$ cat config.mk
export PLATFORM = sky130hd
export DESIGN_NAME = lin_top
export DESIGN_NICKNAME = d
export VERILOG_FILES = /design/src/hw/lin_pkg.sv /design/src/hw/lin_regs.sv /design/src/hw/lin_xform.sv /design/src/hw/lin_top.sv
export VERILOG_INCLUDE_DIRS = /design/src /design/src/hw
export SDC_FILE = /design/constraint.sdc
export NUM_CORES = 1
export LEC_CHECK = 0
export ABC_AREA = 1
export ABC_CLOCK_PERIOD_IN_PS = 8150
export BUFFER_PORTS_ARGS = -buffer_cell sky130_fd_sc_hd__buf_2
export CAP_MARGIN = 20
export CORE_MARGIN = 3
export CORE_UTILIZATION = 44
export DETAILED_ROUTE_END_ITERATION = 8
export PLACE_DENSITY = 0.59
export REMOVE_ABC_BUFFERS = 1
export SETUP_SLACK_MARGIN = 0.1
export SYNTH_ARGS = -nofsm -noshare
export SYNTH_HDL_FRONTEND = slang
export SYNTH_SLANG_ARGS = --single-unit
$ cat constraint.sdc
create_clock -name sti -period 8.15 [get_ports sti]
set_input_delay 1.63 -clock sti [delete_from_list [all_inputs] [get_ports sti]]
set_output_delay 1.63 -clock sti [all_outputs]
set_load 0.01 [all_outputs]
$ cat src/hw/lin_consts.svh
// gain/offset stage constants
// widths, register map and reset values shared by the package and the RTL

`ifndef LIN_CONSTS_SVH
`define LIN_CONSTS_SVH

// datapath widths
`define LIN_IN_W    14  // input sample
`define LIN_OUT_W   14  // output sample
`define LIN_GAIN_W  16  // gain, Q2.14
`define LIN_OFS_W   14  // offset
`define LIN_REG_W   32  // register data
`define LIN_ADDR_W  2   // register address

// register map
`define LIN_ADDR_GAIN    0
`define LIN_ADDR_OFS     1
`define LIN_ADDR_SATCNT  2  // write clears

// reset values
`define LIN_GAIN_RST  16384  // unity in Q2.14
`define LIN_OFS_RST   0

`endif

$ cat src/hw/lin_pkg.sv
// gain/offset stage types
// sample, coefficient and register port types built on the shared widths

`default_nettype none

`include "lin_consts.svh"

package lin_pkg;

  //////////////////////////////////////////////////
  // datapath
  //////////////////////////////////////////////////

  typedef logic signed [`LIN_IN_W-1:0]   sample_in_t;   // adc sample
  typedef logic signed [`LIN_OUT_W-1:0]  sample_out_t;  // saturated result
  typedef logic signed [`LIN_GAIN_W-1:0] gain_t;        // Q2.14
  typedef logic signed [`LIN_OFS_W-1:0]  offset_t;

  //////////////////////////////////////////////////
  // register port
  //////////////////////////////////////////////////

  typedef logic [`LIN_ADDR_W-1:0] reg_addr_t;
  typedef logic [`LIN_REG_W-1:0]  reg_dat_t;
  typedef logic [`LIN_REG_W-1:0]  sat_cnt_t;  // unsigned, sticks at max

endpackage

`default_nettype wire

$ cat src/hw/lin_regs.sv
// gain/offset register block
// holds gain and offset for the transform pipeline and counts
// clipped output samples, single-cycle write and combinational read

`default_nettype none

`include "lin_consts.svh"

module lin_regs (
  input  wire                sti,
  input  wire                rst,
  // register port
  input  wire                reg_we,
  input  wire lin_pkg::reg_addr_t reg_addr,
  input  wire lin_pkg::reg_dat_t  reg_wdat,
  output lin_pkg::reg_dat_t  reg_rdat,
  // to the pipeline
  output lin_pkg::gain_t     cfg_gain,
  output lin_pkg::offset_t   cfg_ofs,
  // from the pipeline
  input  wire                sat_evt
);

  import lin_pkg::*;

  sat_cnt_t sat_cnt;  // clipped sample count
  logic     cnt_clr;  // write to count address
  logic     cnt_max;  // counter saturated

  //////////////////////////////////////////////////
  // configuration
  //////////////////////////////////////////////////

  always_ff @(posedge sti) begin
    if (rst) begin
      cfg_gain <= gain_t'(`LIN_GAIN_RST);  // unity
      cfg_ofs  <= offset_t'(`LIN_OFS_RST);
    end else if (reg_we) begin
      case (reg_addr)
        reg_addr_t'(`LIN_ADDR_GAIN): cfg_gain <= reg_wdat[`LIN_GAIN_W-1:0];
        reg_addr_t'(`LIN_ADDR_OFS):  cfg_ofs  <= reg_wdat[`LIN_OFS_W-1:0];
        default: ;  // count clear handled below
      endcase
    end
  end

  //////////////////////////////////////////////////
  // saturation counter
  //////////////////////////////////////////////////

  assign cnt_clr = reg_we && (reg_addr == reg_addr_t'(`LIN_ADDR_SATCNT));
  assign cnt_max = &sat_cnt;

  always_ff @(posedge sti) begin
    if (rst) begin
      sat_cnt <= '0;
    end else if (cnt_clr) begin
      sat_cnt <= '0;  // clear beats a same-cycle event
    end else if (sat_evt && !cnt_max) begin
      sat_cnt <= sat_cnt + 1'b1;  // holds at all ones
    end
  end

  //////////////////////////////////////////////////
  // read mux
  //////////////////////////////////////////////////

  always_comb begin
    case (reg_addr)
      reg_addr_t'(`LIN_ADDR_GAIN):
        reg_rdat = {{(`LIN_REG_W-`LIN_GAIN_W){cfg_gain[`LIN_GAIN_W-1]}}, cfg_gain};
      reg_addr_t'(`LIN_ADDR_OFS):
        reg_rdat = {{(`LIN_REG_W-`LIN_OFS_W){cfg_ofs[`LIN_OFS_W-1]}}, cfg_ofs};
      reg_addr_t'(`LIN_ADDR_SATCNT):
        reg_rdat = sat_cnt;  // same width, no extension
      default:
        reg_rdat = '0;  // unmapped
    endcase
  end

  // a write must decode to a known register
  a_we_addr_known: assert property (
    @(posedge sti) disable iff (rst)
    reg_we |-> !$isunknown(reg_addr)
  );

endmodule

`default_nettype wire

$ cat src/hw/lin_xform.sv
// gain/offset transform pipeline
// out = sat(floor(in * gain / 2^14) + offset), three register stages
// multiply, shift/add, saturate with valid/ready flow and full back-pressure

`default_nettype none

`include "lin_consts.svh"

module lin_xform (
  input  wire                      sti,
  input  wire                      rst,
  // input stream
  input  wire lin_pkg::sample_in_t in_dat,
  input  wire                      in_vld,
  output logic                     in_rdy,
  // output stream
  output lin_pkg::sample_out_t     out_dat,
  output logic                     out_vld,
  input  wire                      out_rdy,
  // configuration
  input  wire lin_pkg::gain_t      cfg_gain,
  input  wire lin_pkg::offset_t    cfg_ofs,
  // status
  output logic                     sat_evt
);

  import lin_pkg::*;

  localparam int unsigned IN_W   = `LIN_IN_W;
  localparam int unsigned OUT_W  = `LIN_OUT_W;
  localparam int unsigned GAIN_W = `LIN_GAIN_W;
  localparam int unsigned OFS_W  = `LIN_OFS_W;
  localparam int unsigned SHIFT  = GAIN_W - 2;     // Q2.14 binary point
  localparam int unsigned PROD_W = IN_W + GAIN_W;  // full product
  // shifted product or offset, whichever is wider, plus a carry bit
  localparam int unsigned SUM_W  = ((PROD_W - SHIFT) > OFS_W ? (PROD_W - SHIFT) : OFS_W) + 1;

  // stage 1, multiply
  logic                    s1_vld;
  logic                    s1_rdy;
  logic signed [PROD_W-1:0] s1_prod;

  // stage 2, shift and add
  logic                    s2_vld;
  logic                    s2_rdy;
  logic signed [SUM_W-1:0] s2_sum;
  logic signed [SUM_W-1:0] shf_ext;  // floored product
  logic signed [SUM_W-1:0] ofs_ext;  // sign-extended offset

  // stage 3, saturate
  logic                    s3_rdy;
  logic                    s3_ld;
  logic                    s2_ovf;   // sum outside output range
  sample_out_t             sat_val;  // clip level for s2_sum sign

  //////////////////////////////////////////////////
  // ready chain
  //////////////////////////////////////////////////

  assign s3_rdy = !out_vld || out_rdy;  // output slot free or draining
  assign s2_rdy = !s2_vld  || s3_rdy;
  assign s1_rdy = !s1_vld  || s2_rdy;
  assign in_rdy = s1_rdy;

  //////////////////////////////////////////////////
  // stage 1, multiply
  //////////////////////////////////////////////////

  always_ff @(posedge sti) begin
    if (rst) begin
      s1_vld <= 1'b0;
    end else if (s1_rdy) begin
      s1_vld <= in_vld;
    end
  end

  always_ff @(posedge sti) begin
    if (in_vld && s1_rdy) begin
      s1_prod <= in_dat * cfg_gain;  // signed, full width
    end
  end

  //////////////////////////////////////////////////
  // stage 2, shift and add
  //////////////////////////////////////////////////

  // arithmetic shift floors, result fits SUM_W by construction
  assign shf_ext = SUM_W'(s1_prod >>> SHIFT);
  assign ofs_ext = SUM_W'(cfg_ofs);

  always_ff @(posedge sti) begin
    if (rst) begin
      s2_vld <= 1'b0;
    end else if (s2_rdy) begin
      s2_vld <= s1_vld;
    end
  end

  always_ff @(posedge sti) begin
    if (s1_vld && s2_rdy) begin
      s2_sum <= shf_ext + ofs_ext;  // no overflow, carry bit spare
    end
  end

  //////////////////////////////////////////////////
  // stage 3, saturate
  //////////////////////////////////////////////////

  // in range when all bits above the output sign match it
  assign s2_ovf  = s2_sum[SUM_W-1:OUT_W-1] != {(SUM_W-OUT_W+1){s2_sum[SUM_W-1]}};
  assign sat_val = s2_sum[SUM_W-1] ? {1'b1, {(OUT_W-1){1'b0}}}   // -8192
                                   : {1'b0, {(OUT_W-1){1'b1}}};  // 8191
  assign s3_ld   = s2_vld && s3_rdy;

  always_ff @(posedge sti) begin
    if (rst) begin
      out_vld <= 1'b0;
      sat_evt <= 1'b0;
    end else begin
      if (s3_rdy) begin
        out_vld <= s2_vld;
      end
      sat_evt <= s3_ld && s2_ovf;  // one pulse per clipped sample
    end
  end

  always_ff @(posedge sti) begin
    if (s3_ld) begin
      out_dat <= s2_ovf ? sat_val : s2_sum[OUT_W-1:0];
    end
  end

  // output held while the sink stalls
  a_out_stable: assert property (
    @(posedge sti) disable iff (rst)
    out_vld && !out_rdy |=> out_vld && $stable(out_dat)
  );

  // nothing leaves the pipe until a sample has refilled all three stages
  a_out_idle_after_rst: assert property (
    @(posedge sti)
    rst |=> !out_vld [*3]
  );

endmodule

`default_nettype wire

$ cat src/hw/lin_top.sv
// gain/offset stage top level
// register block beside the three-stage transform pipeline

`default_nettype none

module lin_top (
  input  wire                       sti,
  input  wire                       rst,
  // input stream
  input  wire lin_pkg::sample_in_t  in_dat,
  input  wire                       in_vld,
  output logic                      in_rdy,
  // output stream
  output lin_pkg::sample_out_t      out_dat,
  output logic                      out_vld,
  input  wire                       out_rdy,
  // register port
  input  wire                       reg_we,
  input  wire lin_pkg::reg_addr_t   reg_addr,
  input  wire lin_pkg::reg_dat_t    reg_wdat,
  output lin_pkg::reg_dat_t         reg_rdat
);

  import lin_pkg::*;

  gain_t   cfg_gain;  // registered coefficients
  offset_t cfg_ofs;
  logic    sat_evt;   // clip pulse back to the counter

  lin_regs i_regs (
    .sti      (sti),
    .rst      (rst),
    .reg_we   (reg_we),
    .reg_addr (reg_addr),
    .reg_wdat (reg_wdat),
    .reg_rdat (reg_rdat),
    .cfg_gain (cfg_gain),
    .cfg_ofs  (cfg_ofs),
    .sat_evt  (sat_evt)
  );

  lin_xform i_xform (
    .sti      (sti),
    .rst      (rst),
    .in_dat   (in_dat),
    .in_vld   (in_vld),
    .in_rdy   (in_rdy),
    .out_dat  (out_dat),
    .out_vld  (out_vld),
    .out_rdy  (out_rdy),
    .cfg_gain (cfg_gain),
    .cfg_ofs  (cfg_ofs),
    .sat_evt  (sat_evt)
  );

endmodule

`default_nettype wire

==> Yosys cells after proc, flatten, opt, wreduce, memory -nomap -nowiden <==
Cells that the tools add are included.
{ "totals": {"ram_bits": 0, "word_cells": 37, "output_inout_bits": 48, "romBits": 0, "ff_bits": 127, "latchBits": 0, "memories": 0} }
{ "op_classes": {"n_addsub": 2, "eq_ne": 3, "n_mux": 3, "multipliers": 1, "magnitude_cmp": 0, "div_mod_pow": 0, "shift": 0, "bitwise_logic": 0, "reduce_logical": 18} }
{ "op_table": {"columns": ["cell", "n"], "rows": [
  ["one-hot mux 32 bit (3 select lines)", 1],
  ["adder 32 x 1 -> 32 bit (second input constant)", 1],
  ["AND reduction 32 bit", 1],
  ["multiplier 14 x 16 -> 30 bit", 1],
  ["two-way mux 14 bit", 2],
  ["adder 16 x 14 -> 17 bit", 1],
  ["logical AND 1 bit", 6],
  ["logical NOT 1 bit", 4],
  ["AND reduction 2 bit", 2],
  ["logical OR 1 bit", 3],
  ["inequality test 3 bit", 1],
  ["== test 2 x 1 -> 1 bit (second input constant)", 1],
  ["== test 2 bit (second input constant)", 1],
  ["logical NOT 2 bit", 1],
  ["OR reduction 2 bit", 1]
]} }

==> Longest topological paths before layout <==
{ "logic_depth": {"ltp_word": 5, "ltp_mapped": 29, "ltp_nobuf": 27} }

==> Modules after synthesis <==
A second synthesis with hierarchy kept.
{ "hier_totals": {"hier_cells": 1992, "area_unflattened_um2": 14854.2} }
{ "modules_own_cells": {"columns": ["mod", "cells_each", "area_each_um2", "seq_area_each_um2", "instances"], "rows": [
  ["lin_xform", 1459, 11439.7, 1491.4, 1],
  ["lin_regs", 533, 3414.5, 1241.2, 1]
]} }

==> Worst setup path before layout <==
OpenSTA, ideal clock, no wires.
{ "synth_timing": {"kind": "input to register", "start": "in in_dat[3]", "end": "reg i_xform.s1_prod[28], data pin", "path_buffers": 2, "arrival_ns": 6.651, "required_ns": 7.898, "stages": 21, "path_slack_ns": 1.247, "path_cell_list": "clkbuf_1 > clkbuf_1 > nand2_1 > fa_1 > fa_1 > inv_1 > fa_1 > fa_1 > fa_1 > inv_1 > fa_1 > inv_1 > ha_1 > nand2_1 > inv_1 > nand3_1 > nor3_1 > nand2_1 > o21bai_1 > nand3_1 > nand2_1"} }
{ "synth_via": {"elab_chain_cells": 1} }
{ "synth_lines": {"columns": ["element", "line_no", "rtl"], "rows": [
  ["from (decl)", "lin_top.sv:10", "input wire lin_pkg::sample_in_t in_dat,"],
  ["multiplier 14 x 16 -> 30 bit", "lin_xform.sv:79", "s1_prod <= in_dat * cfg_gain;"],
  ["to (signal assigned)", "lin_xform.sv:79", null],
  ["to (decl)", "lin_xform.sv:41", "logic signed [PROD_W-1:0] s1_prod;"]
]} }
No other way between the ends.
A chain may end at the register's enable or synchronous reset.

==> Worst setup path after layout <==
{ "layout_timing": {"start": "in in_dat[13]", "end": "reg i_xform.s1_prod[27], data pin"} }
The elaborated chain is that of the path after synthesis.

==> results.md <==
- The core region is 33,600 µm².
- The first-pass detailed-route iteration total is 5.
- Routability-driven placement finished with a final weighted congestion of 0.931.
- The slew at the pin closest to its max-slew limit is 900 ps.
- At the placement stage, the worst setup path has a slack of 851 ps.
- In this run, synthesis produced a sequential element count of 113.
- The count of final max-slew check failures came to 0.
- The root buffer cell chosen for the clock tree is sky130_fd_sc_hd__clkbuf_16.
- The first-pass GRT wire length is 63,400 µm.
- The number of diodes added for antenna fixing is 0.
- Gates resized during post-CTS repair numbered 0.
- The finished cells cover 16,400 µm².
- The number of antenna violations at the first check in global routing is 0.
- The I/O pin count is 101.
- The critical path goes through buf_2 -> inv_1 -> or2_2 -> fa_1 -> fa_1 -> inv_1 -> fa_1 -> fa_1 -> fa_1 -> inv_1 -> fa_1 -> inv_1 -> ha_1 -> nand2_1 -> inv_1 -> a21oi_1 -> o21ai_0 -> a21oi_1 -> nand2_1 -> nand2_1 -> nand2_1.
- Counting instances in the post-synthesis netlist gives the leading cell types as sky130_fd_sc_hd__nand2_1 (593), sky130_fd_sc_hd__inv_1 (490), sky130_fd_sc_hd__fa_1 (219).
- The width of the die is 191 µm.
- The count of flip-flops with a built-in enable after synthesis is 47.
- The H-tree depth is 4.
- The global routing stage identified its most utilized layer as met2.
- The final critical-path required period is 6870 ps.
- The placed cell count is 2,518.
- The post-cts hold buffer count is 0.
- Summed over all cells, the static leakage comes to 8.81 nW.
- The die covers 36,500 µm².
- The relative slew slack is 39.9%.
- Each instance of the synthesized netlist takes up on average 7.34 µm².
- After detailed routing, the average wire length per cell comes to 15.0 µm.
- The clock latency at the later pin of the worst-skew pair is 420 ps.
- The number of max-cap violations is 0.
- In this design, the stage delay of the slowest critical-path cell is 560 ps.
- The worst setup path is of the input port to register kind.
- The remaining routing DRC violations is 0.
- VDD sags by at most 0.000160 V.
- The residual antenna-violating net count after detailed routing is 0.
- Summed over all layers, the global routing overflow is 0.
- The maximum clock skew at final layout is 9.15 ps.
- TritonCTS built the clock tree.
- The highest-delay cell along the critical path is sky130_fd_sc_hd__fa_1.
- The number of vias after detailed routing is 12,500.
- Port buffering added 84 buffers.
- The maximum buffer depth of the clock tree is 2.
- The run finished with clean final reports.
- The cell area that synthesis handed to floorplanning was 15,100 µm².
- The via count of the first global-routing pass is 12,700.
- The detailed-route vias per instance is 4.90.
- For this design the ratio of total power to cell area is 228 nW/µm².
- The maximum fanout count along the critical path is 17.
- After synthesis, the largest area contributor takes up 29.1% of total cell area.
- The cell type with the largest total area after synthesis is sky130_fd_sc_hd__fa_1.
- In the final design database the tool counted 2,446 nets.
- The share of final-layout standard cells stronger than drive strength 1 is 6.85%.
- The number of endpoints with negative hold slack in the final report is 0.
- The share of the core filled with cells is 48.9%.
- Entering global routing, the biggest net connects 32 pins.
- In this design, the critical path's most frequently occurring cell is sky130_fd_sc_hd__fa_1.
- The type of element launching the critical path is an input port.
- The proportion of synthesized chip area in sequential cells is 18.1%.
- The class of the tightest hold or removal check is register to register.
- Summing all placed instances gives a cell area of 15,800 µm².
- Among all flip-flop cells after synthesis, the most frequent one is sky130_fd_sc_hd__dfxtp_1.
- STA puts the critical path data arrival time at 7040 ps.
- In the global route stage, met2 resource usage came out at 38.4%.
- For this design, the sink count on the clock tree is 113.
- The detailed router finished its first iteration with 693 violations.
- In the finished design, the share of the clock period the worst path needs comes to 84.3%.
- The highest clock frequency the design can meet is 146 MHz.
- Summed over all nets, the half-perimeter wirelength after detailed placement is 31,400 µm.
- The count of standard-cell rows is 67.
- Overall power consumption after layout is estimated at 3.75 mW.
- The total wirelength of the detailed-routed design is 38,200 µm.
- Setup total negative slack on the finished layout was measured at 0 ps.
- The count of mapped cells out of synthesis is 2,053.
- In the post-synthesis netlist, the biggest area contributors are sky130_fd_sc_hd__fa_1 (29%), sky130_fd_sc_hd__nand2_1 (15%), sky130_fd_sc_hd__inv_1 (12%).
- Clock-pin slew was measured on the worst setup and hold paths at 50 ps.
- Across all setup checks in the final design, the least slack found is 1280 ps.
- The total of warnings raised by yosys is 0.
- The floorplan die height is 191 µm.
- Counting the buffers created by CTS gives 17.
- The count of fill cells added during filler insertion is 3,405.
- The distinct cell type count of the synthesized netlist is 37.
- The layout overhead on the synthesized area is 9.18%.
- In the global route stage, met3 resource usage came out at 1.83%.
- The element type at the critical path end is a register.
- The count of cells in the finished layout, fillers not included, comes to 2,550.
- The total setup buffers inserted after CTS is 0.
- The starting utilization of the core area is 44.8%.
- The worst hold margin is 470 ps.
- The all-layer global routing usage is 21.9%.
- The required time at the worst-slack endpoint is 8320 ps.
- The total of endpoints with negative setup slack in the final report is 0.
- The most instantiated library cell after synthesis is sky130_fd_sc_hd__nand2_1.
- Setup repair after global routing left no endpoint under its margin.
- The global routing met1 resource utilization is 29.1%.
- The share of flip-flops with an asynchronous set or reset is 0%.
[per-layer routing]
metal | part of all wire (%) | vias up
li1 | - | 6153
met1 | 45 | 6040
met2 | 49 | 252
met3 | 3.7 | 41
met4 | 2.0 | 0
met5 | 0 | -
[power breakdown]
part | total [mW] | internal, mW | leakage [nW] | switching [mW]
clock | 0.776 | 0.515 | 0.292 | 0.261
combinational | 2.17 | 0.797 | 7.54 | 1.38
sequential | 0.803 | 0.755 | 0.981 | 0.0478
[sequential cells by signal, indices dropped and copies added (netlist names)]
register / flops
i_regs.sat_cnt: 32
i_xform.out_dat: 14
i_xform.s2_sum: 17
i_regs.cfg_gain: 16
i_xform.s1_vld: 1
i_xform.sat_evt: 1
i_xform.s2_vld: 1
i_xform.out_vld: 1
i_regs.cfg_ofs: 14
i_xform.s1_prod: 16
[area by class of cell]
| type | instances | area, µm² | area share, % |
|---|---|---|---|
| clock buffers | 24 | 493 | 3.00 |
| flip-flops and latches | 113 | 2730 | 16.6 |
| repair buffers | 99 | 533 | 3.24 |
| well taps | 448 | 561 | 3.41 |
| clock inverters | 8 | 126 | 0.768 |
| inverters | 490 | 1840 | 11.2 |
| multi-input cells | 1368 | 10200 | 61.8 |
[worst paths after layout]
kind | from | slack (ps) | cells after the start | end
min reg2reg | i_xform.s2_vld | 470 | 2 | i_xform.out_vld
min | i_xform.s2_vld | 470 | 2 | i_xform.out_vld
max | in_dat[13] | 1280 | 21 | i_xform.s1_prod[27]
max reg2reg | i_regs.cfg_gain[15] | 1990 | 19 | i_xform.s1_prod[28]
[critical path: cells and delay by family]
family | cells | cell delay (ps)
AOI/OAI and AO/OA | 3 | 600
adders and majority gates | 7 | 3390
buffers and inverters | 6 | 820
and+or+nand+nor | 5 | 580
[cell usage in the layout, fill, tap and decap left out, types with 5 or more instances in the layout]
cell	n
sky130_fd_sc_hd__inv_1	490
sky130_fd_sc_hd__nand4_1	5
sky130_fd_sc_hd__nor2_1	147
sky130_fd_sc_hd__edfxtp_1	47
sky130_fd_sc_hd__buf_4	15
sky130_fd_sc_hd__ha_1	85
sky130_fd_sc_hd__xnor2_1	7
sky130_fd_sc_hd__buf_2	84
sky130_fd_sc_hd__nor3_1	14
sky130_fd_sc_hd__fa_1	219
sky130_fd_sc_hd__clkbuf_16	18
sky130_fd_sc_hd__o21ai_0	54
sky130_fd_sc_hd__a21oi_1	96
sky130_fd_sc_hd__nand2_1	593
sky130_fd_sc_hd__o221ai_1	5
sky130_fd_sc_hd__o211ai_1	22
sky130_fd_sc_hd__nand3_1	48
sky130_fd_sc_hd__xor2_1	33
sky130_fd_sc_hd__o21bai_1	5
sky130_fd_sc_hd__dfxtp_1	66
[cells by family after synthesis]
family                     synth area share, %
AOI/OAI and AO/OA                         7.03
xor gates and xnor gates                  2.33
adders and majority gates                 36.2
buffers and inverters                     14.4
DFF                                       18.1
and+or+nand+nor                           21.9
Power figures use the tool's default switching activity.
